$ cat config.mk
export PLATFORM = sky130hd
export DESIGN_NAME = tlb_array_top
export DESIGN_NICKNAME = d
export VERILOG_FILES = /design/src/hw/tlb_array_pkg.sv /design/src/hw/tlb_array_top.sv /design/src/hw/tlb_entry_store.sv /design/src/hw/tlb_stage_pipe.sv
export SDC_FILE = /design/constraint.sdc
export NUM_CORES = 1
export LEC_CHECK = 0
export BUFFER_PORTS_ARGS = -buffer_cell sky130_fd_sc_hd__buf_2
export CAP_MARGIN = 20
export CORE_UTILIZATION = 30
export CTS_CLUSTER_SIZE = 24
export DETAILED_ROUTE_END_ITERATION = 10
export SYNTH_ARGS = -nofsm -noshare
export SYNTH_HDL_FRONTEND = slang
export SYNTH_SLANG_ARGS = --single-unit
export TNS_END_PERCENT = 10
$ cat constraint.sdc
create_clock -name clk -period 3.3 [get_ports clk]
set_input_delay 0.33 -clock clk [delete_from_list [all_inputs] [get_ports clk]]
set_output_delay 0.33 -clock clk [all_outputs]
set_load 0.02 [all_outputs]
$ cat src/hw/tlb_array_pkg.sv
// TLB array shared definitions
package tlb_array_pkg;

   //==========================================================================
   // Array geometry
   //==========================================================================

   localparam int NUM_ENTRIES    = 16;                  // Entries in the array
   localparam int NUM_RD_PORTS   = 2;                   // Independent read ports
   localparam int IDX_W          = $clog2(NUM_ENTRIES); // Entry index width

   // Total output latency in stages, minimum 1
   // Stage 1 lives in the store, the rest in the output pipes
   localparam int NUM_PIPE_STAGE = 2;

   //==========================================================================
   // Entry layout
   //==========================================================================

   localparam int TAG_W          = 20;                  // Search tag, low bits of an entry
   localparam int ENTRY_W        = 32;                  // Full stored entry

   // Index of one entry, used by both read ports and the write port
   typedef logic [IDX_W-1:0]       tlb_idx_t;

   // Tag compared by the CAM search
   typedef logic [TAG_W-1:0]       tlb_tag_t;

   // Stored entry
   // Bits [TAG_W-1:0] hold the tag, upper bits are opaque payload
   typedef logic [ENTRY_W-1:0]     tlb_entry_t;

   // One hit bit per entry, bit i set for a match on entry i
   typedef logic [NUM_ENTRIES-1:0] tlb_hit_t;

endpackage

$ cat src/hw/tlb_array_top.sv
// TLB storage array top
`timescale 1ns/1ns

module tlb_array_top (
   input  logic                                   clk,
   input  logic                                   reset,

   // CAM search
   input  logic                                   cam_en,
   input  tlb_array_pkg::tlb_tag_t                cam_data,
   output tlb_array_pkg::tlb_hit_t                cam_hit,

   // Reads
   input  logic [tlb_array_pkg::NUM_RD_PORTS-1:0] rd_en,
   input  tlb_array_pkg::tlb_idx_t                rd_addr [tlb_array_pkg::NUM_RD_PORTS],
   output tlb_array_pkg::tlb_entry_t              rd_data [tlb_array_pkg::NUM_RD_PORTS],

   // Write
   input  logic                                   wr_en,
   input  tlb_array_pkg::tlb_idx_t                wr_addr,
   input  tlb_array_pkg::tlb_entry_t              wr_data
);

   import tlb_array_pkg::*;

   tlb_hit_t                 hit1;                     // Stage 1 hit vector
   logic                     cam_vld1;                 // Stage 1 search enable
   tlb_entry_t               rd_data1 [NUM_RD_PORTS];  // Stage 1 read data
   logic [NUM_RD_PORTS-1:0]  rd_vld1;                  // Stage 1 read enables

   genvar g_port;

   tlb_entry_store u_store (
      .clk      (clk),
      .reset    (reset),
      .cam_en   (cam_en),
      .cam_data (cam_data),
      .rd_en    (rd_en),
      .rd_addr  (rd_addr),
      .wr_en    (wr_en),
      .wr_addr  (wr_addr),
      .wr_data  (wr_data),
      .hit1     (hit1),
      .cam_vld1 (cam_vld1),
      .rd_data1 (rd_data1),
      .rd_vld1  (rd_vld1)
   );

   // Hit vector stream
   tlb_stage_pipe #(.WIDTH(NUM_ENTRIES)) u_cam_pipe (
      .clk      (clk),
      .reset    (reset),
      .in_vld   (cam_vld1),
      .in_data  (hit1),
      .out_data (cam_hit)
   );

   // One data stream per read port
   for (g_port = 0; g_port < NUM_RD_PORTS; g_port++) begin : gen_rd_pipe
      tlb_stage_pipe #(.WIDTH(ENTRY_W)) u_rd_pipe (
         .clk      (clk),
         .reset    (reset),
         .in_vld   (rd_vld1[g_port]),
         .in_data  (rd_data1[g_port]),
         .out_data (rd_data[g_port])
      );
   end

endmodule

$ cat src/hw/tlb_entry_store.sv
// TLB entry storage and stage 1
`timescale 1ns/1ns

module tlb_entry_store (
   input  logic                                   clk,
   input  logic                                   reset,

   // CAM search
   input  logic                                   cam_en,
   input  tlb_array_pkg::tlb_tag_t                cam_data,

   // Reads, one address per port
   input  logic [tlb_array_pkg::NUM_RD_PORTS-1:0] rd_en,
   input  tlb_array_pkg::tlb_idx_t                rd_addr [tlb_array_pkg::NUM_RD_PORTS],

   // Write
   input  logic                                   wr_en,
   input  tlb_array_pkg::tlb_idx_t                wr_addr,
   input  tlb_array_pkg::tlb_entry_t              wr_data,

   // Stage 1 results with their staged enables
   output tlb_array_pkg::tlb_hit_t                hit1,
   output logic                                   cam_vld1,
   output tlb_array_pkg::tlb_entry_t              rd_data1 [tlb_array_pkg::NUM_RD_PORTS],
   output logic [tlb_array_pkg::NUM_RD_PORTS-1:0] rd_vld1
);

   import tlb_array_pkg::*;

   //==========================================================================
   // Storage
   //==========================================================================

   tlb_entry_t entry_q [NUM_ENTRIES];        // Entry flops
   tlb_hit_t   valid_q;                      // One valid bit per entry

   tlb_hit_t   hit_nxt;                      // Raw compare result, pre-flop
   tlb_entry_t rd_nxt  [NUM_RD_PORTS];       // Muxed read data, pre-flop

   genvar g_port;

   // Write lands at the edge, so same-cycle reads see the old entry
   always_ff @(posedge clk) begin
      if (reset) begin
         for (int i = 0; i < NUM_ENTRIES; i++) begin
            entry_q[i] <= '0;
         end
         valid_q <= '0;                      // Nothing valid out of reset
      end else if (wr_en) begin
         entry_q[wr_addr] <= wr_data;        // Whole entry replaced
         valid_q[wr_addr] <= 1'b1;
      end
   end

   //==========================================================================
   // Tag compare and read muxes
   //==========================================================================

   // Hit needs a valid entry and an exact tag match
   always_comb begin
      for (int i = 0; i < NUM_ENTRIES; i++) begin
         hit_nxt[i] = valid_q[i] && (entry_q[i][TAG_W-1:0] == cam_data);
      end
   end

   always_comb begin
      for (int p = 0; p < NUM_RD_PORTS; p++) begin
         rd_nxt[p] = entry_q[rd_addr[p]];    // Plain binary decode
      end
   end

   //==========================================================================
   // Stage 1 registers
   //==========================================================================

   // Hit vector loads only on a search, otherwise holds
   always_ff @(posedge clk) begin
      if (reset) begin
         hit1     <= '0;
         cam_vld1 <= 1'b0;
      end else begin
         cam_vld1 <= cam_en;                 // Enable rides along with the data
         if (cam_en) begin
            hit1 <= hit_nxt;
         end
      end
   end

   for (g_port = 0; g_port < NUM_RD_PORTS; g_port++) begin : gen_rd_port
      always_ff @(posedge clk) begin
         if (reset) begin
            rd_data1[g_port] <= '0;
            rd_vld1[g_port]  <= 1'b0;
         end else begin
            rd_vld1[g_port] <= rd_en[g_port];
            if (rd_en[g_port]) begin
               rd_data1[g_port] <= rd_nxt[g_port];   // Only on a real read
            end
         end
      end

      // Read of the index being written would return stale data
      a_rd_wr_conflict: assert property (@(posedge clk) disable iff (reset)
         !(rd_en[g_port] && wr_en && (rd_addr[g_port] == wr_addr)))
         else $error("read and write to index %0d in the same cycle", wr_addr);
   end

   // Enables must be known once reset is released
   a_en_known: assert property (@(posedge clk) disable iff (reset)
      !$isunknown({cam_en, rd_en, wr_en}))
      else $error("unknown enable on the array inputs");

endmodule

$ cat src/hw/tlb_stage_pipe.sv
// Enable-staged output pipe
`timescale 1ns/1ns

module tlb_stage_pipe #(
   parameter int WIDTH = 32                  // Payload width of the stream
) (
   input  logic             clk,
   input  logic             reset,
   input  logic             in_vld,          // Stage 1 enable from the store
   input  logic [WIDTH-1:0] in_data,         // Stage 1 payload
   output logic [WIDTH-1:0] out_data         // Payload of the last stage
);

   import tlb_array_pkg::*;

   genvar g_stage;

   //==========================================================================
   // Stages 2 .. NUM_PIPE_STAGE
   //==========================================================================

   if (NUM_PIPE_STAGE > 1) begin : gen_stages
      // Index 0 is the store's stage 1, index s is stage s+1
      // The last stage needs no enable since nothing follows it
      logic             stg_vld  [NUM_PIPE_STAGE-1];
      logic [WIDTH-1:0] stg_data [NUM_PIPE_STAGE];

      assign stg_vld[0]  = in_vld;
      assign stg_data[0] = in_data;

      for (g_stage = 1; g_stage < NUM_PIPE_STAGE; g_stage++) begin : gen_stage
         // Loads only when the previous stage holds an item
         always_ff @(posedge clk) begin
            if (reset) begin
               stg_data[g_stage] <= '0;
            end else if (stg_vld[g_stage-1]) begin
               stg_data[g_stage] <= stg_data[g_stage-1];
            end
         end

         if (g_stage < NUM_PIPE_STAGE-1) begin : gen_vld
            always_ff @(posedge clk) begin
               if (reset) begin
                  stg_vld[g_stage] <= 1'b0;
               end else begin
                  stg_vld[g_stage] <= stg_vld[g_stage-1];   // One cycle behind
               end
            end
         end

         // Stage holds its item until the next one arrives
         a_stage_hold: assert property (@(posedge clk) disable iff (reset)
            !stg_vld[g_stage-1] |=> $stable(stg_data[g_stage]))
            else $error("stage %0d changed without an enable", g_stage + 1);
      end

      assign out_data = stg_data[NUM_PIPE_STAGE-1];
   end else begin : gen_bypass
      assign out_data = in_data;             // Single stage, store output is final
   end

endmodule

==> key figures <==
Clock tree
  • Root buf cell: clkbuf_16
  • CTS tree: yes
  • H-tree depth: 3
  • Maximum clock insertion buffer count: 3
  • Total CTS buffers: 75
  • Clk_lat worst skew: 0.65 ns
  • Clock Pin Slew Worst Setup and Hold Paths: 0.06 ns
  • Post-CTS Setup Repair Bufs: 0
  • Clock Sinks: 691

Floorplan
  • Die Wd: 353 microns
  • Core ar.: 0.122 sq mm
  • Die H: 353 microns
  • Placement Rows: 128
  • I/O pins: 150
  • Full die area: 0.125 sq mm
  • Initial Util: 30.3%

Yosys
  • Sequential area share after synthesis: 51.2%
  • Top cell type's share of synthesized area: 41.5%
  • Synthesized area: 0.0370 sq mm
  • Commonest cells post-synth: mux2i_1, and2_1, edfxtp_1
  • Synth Area in Adders: 0%
  • #FFs+latches synth: 691
  • Netlist cell types: 33
  • Syn. warnings: 0
  • Synth Area in XOR/XNOR: 7.57%
  • Gate Count Post-Synth: 3,332
  • Post-synth top area cell: edfxtp_1
  • Main combinational cell family by area after synthesis: simple AND/OR/NAND/NOR gates
  • Mux cell area share after synthesis: 16.0%
  • Synth Area in Compound Gates: 5.03%
  • Count of flip-flops with a built-in enable after synthesis: 512
  • Syn nets: 3,402
  • Prevailing post-synth register cell: edfxtp_1
  • Post-synthesis simple-gate area fraction: 16.8%
  • Mapped Avg Cell Area: 11.1 sq um
  • Most common cell in the synthesized netlist: mux2i_1
  • FFs w/ async S/R, synth: 0%
  • Top post-synthesis cells by area: edfxtp_1, mux2i_1, dfxtp_1

Critical path
  • CP Capture Type: register
  • Critical Path Max Stage Delay: 0.85 ns
  • Critical path class: register to register
  • CP cell instances: xor2_1 -> nor4_1 -> nand4_1 -> o21ai_0
  • CP Data Required Time: 3.86 ns
  • Worst EP arrival: 2.75 ns
  • CP startpoint kind: register
  • Crit-path max FO: 3
  • Slowest-stage cell, CP: nor4_1

STA
  • Max-slew violations: 0
  • RSZ-0062 raised after global routing: false
  • Final Skew: 0.0328 ns
  • Fmax: 456 MHz
  • Crit path setup slack, layout: 1.11 ns
  • Crit share post-route: 66.4%
  • Slew @ Worst Pin: 1.07 ns
  • Final Critical Period: 2.19 ns
  • WHS: 0.0447 ns
  • Final-report setup violation count: 0
  • Final Hold Viols: 0
  • Worst rel slew slack: 28.4%
  • Setup TNS: 0 ns

Outcome
  • Status: completed

Global routing
  • Vias in the first global route: 25.7k
  • Initial antenna violation count: 22
  • Overall Global Routing Usage: 20.7%
  • Grt total ovfl: 0
  • Global-route wire length before repair: 189 mm
  • Largest net degree at the start of global routing: 76

Placement
  • Hpwl dp: 91.8 mm
  • Pre-CTS setup slack: 0.676 ns
  • Placer Congestion: 0.930
  • Port-buffer cells: 149

Drt
  • Via count: 26.7k
  • Drt total wl: 134 mm
  • Drt first pass iters: 5
  • DR iter-0 viols: 2,835
  • Routed Antenna Nets: 0
  • Wirelength per Cell: 26.4 microns
  • Vias per inst: 5.25
  • DRC Markers: 0

Final layout
  • Area Growth Syn to Fin: 14.4%
  • # nets final: 3,454
  • Multi-input gate area: 0.0171 sq mm
  • Final Util: 34.7%
  • Layout cells sized above 1: 12.1%
  • Fill cells: 12.1k
  • FF/Latch Area: 0.0190 sq mm

Power and ir drop
  • P per Cell Area: 507 mW/mm^2
  • Pwr Total: 21.5 mW
  • Worst VDD drop: 0.287 mV
  • P_leak: 16.7 nW

Run
  • Max-cap violations: 0

Worst hold path
  • Hold WC Path Type: input port to register
[sequential cells by signal (all words and copies together), names as in the netlist]
name,flops
u_cam_pipe.out_data,16
u_store.rd_data1,64
u_store.entry_q,512
u_store.valid_q,16
u_store.cam_vld1,1
gen_rd_pipe.u_rd_pipe.out_data,64
u_store.hit1,16
u_store.rd_vld1,2
[worst paths after layout]
path | depth (start not counted) | startpoint | to | slack [ns]
setup / recovery | 4 | u_store.entry_q[8][0] | u_store.hit1[8] | 1.11
hold / removal | 2 | rd_en[0] | u_store.rd_vld1[0] | 0.04
setup reg to reg | 4 | u_store.entry_q[8][0] | u_store.hit1[8] | 1.11
hold reg to reg | 1 | u_store.valid_q[11] | u_store.valid_q[11] | 0.46
[where the power goes]
group | internal (mW) | leakage (nW) | switching (mW) | total [mW]
registers | 9.82 | 6.34 | 0.444 | 10.3
clock network | 4.99 | 1.18 | 3.64 | 8.63
logic | 0.878 | 9.21 | 1.70 | 2.58
total | 15.7 | 16.7 | 5.78 | 21.5
[metal layers]
metal	vias up	global-route usage, %	part of all wire (%)	wire length [microns]
li1	11923	-	-	-
met1	13279	27.8	42	56100
met2	1192	32.7	45	60500
met3	229	4.14	9.0	12000
met4	28	8.10	3.8	5090
met5	-	0	0.11	146
[metrics by stage]
stage / instance area, sq um / std cells
final: 42300 / 5072
after global routing: 42300 / 5068
after CTS: 42300 / 5067
after detailed placement: 39900 / 4931
after global placement: 39900 / 4931
after floorplan: 37000 / 3332
[area by class of cell]
class                           count  share of cell area (%)
Sequential cell                   691                    44.8
Timing Repair Buffer              253                    4.28
Multi-Input combinational cell   2362                    40.3
Clock inverter                     35                   0.934
Tap cell                         1625                    4.80
Inverter                            1                 0.00886
Clock buffer                      100                    4.83
Antenna cell                        5                  0.0295
[worst max-delay path, delay by kind of cell, from the launching register on]
kind,cells,cell delay (ns)
simple gates,2,1.22
xor+xnor,1,0.25
compound gates,1,0.23
flops,1,0.42
[logic make-up after synthesis]
logic type | Yosys count
and+or+nand+nor | 1150
DFF | 691
buffers and inverters | 279
xor gates and xnor gates | 320
muxes | 592
AOI/OAI and AO/OA | 300
[repair_timing]
item	CTS	global route
hold buffers	1	0
resized for setup	0	0
endpoints found under the hold margin	1	0
[cell usage in the layout, fill, tap and decap left out, drive strengths merged, types with 3 or more instances in the layout]
cell type,instances
clkbuf,100
nor4,64
nand2b,3
xor2,304
bufinv,8
nor2,97
o21ai,28
nand3,192
nor2b,7
buf,252
and2,514
edfxtp,512
a21oi,128
mux2i,592
inv,5
nor3,20
dfxtp,179
clkinvlp,6
clkinv,17
xnor2,16
diode,5
nand2,210
or2,4
a22oi,128
nand4,33
a21o,16
Note: power is estimated with default switching activity, not from simulation.
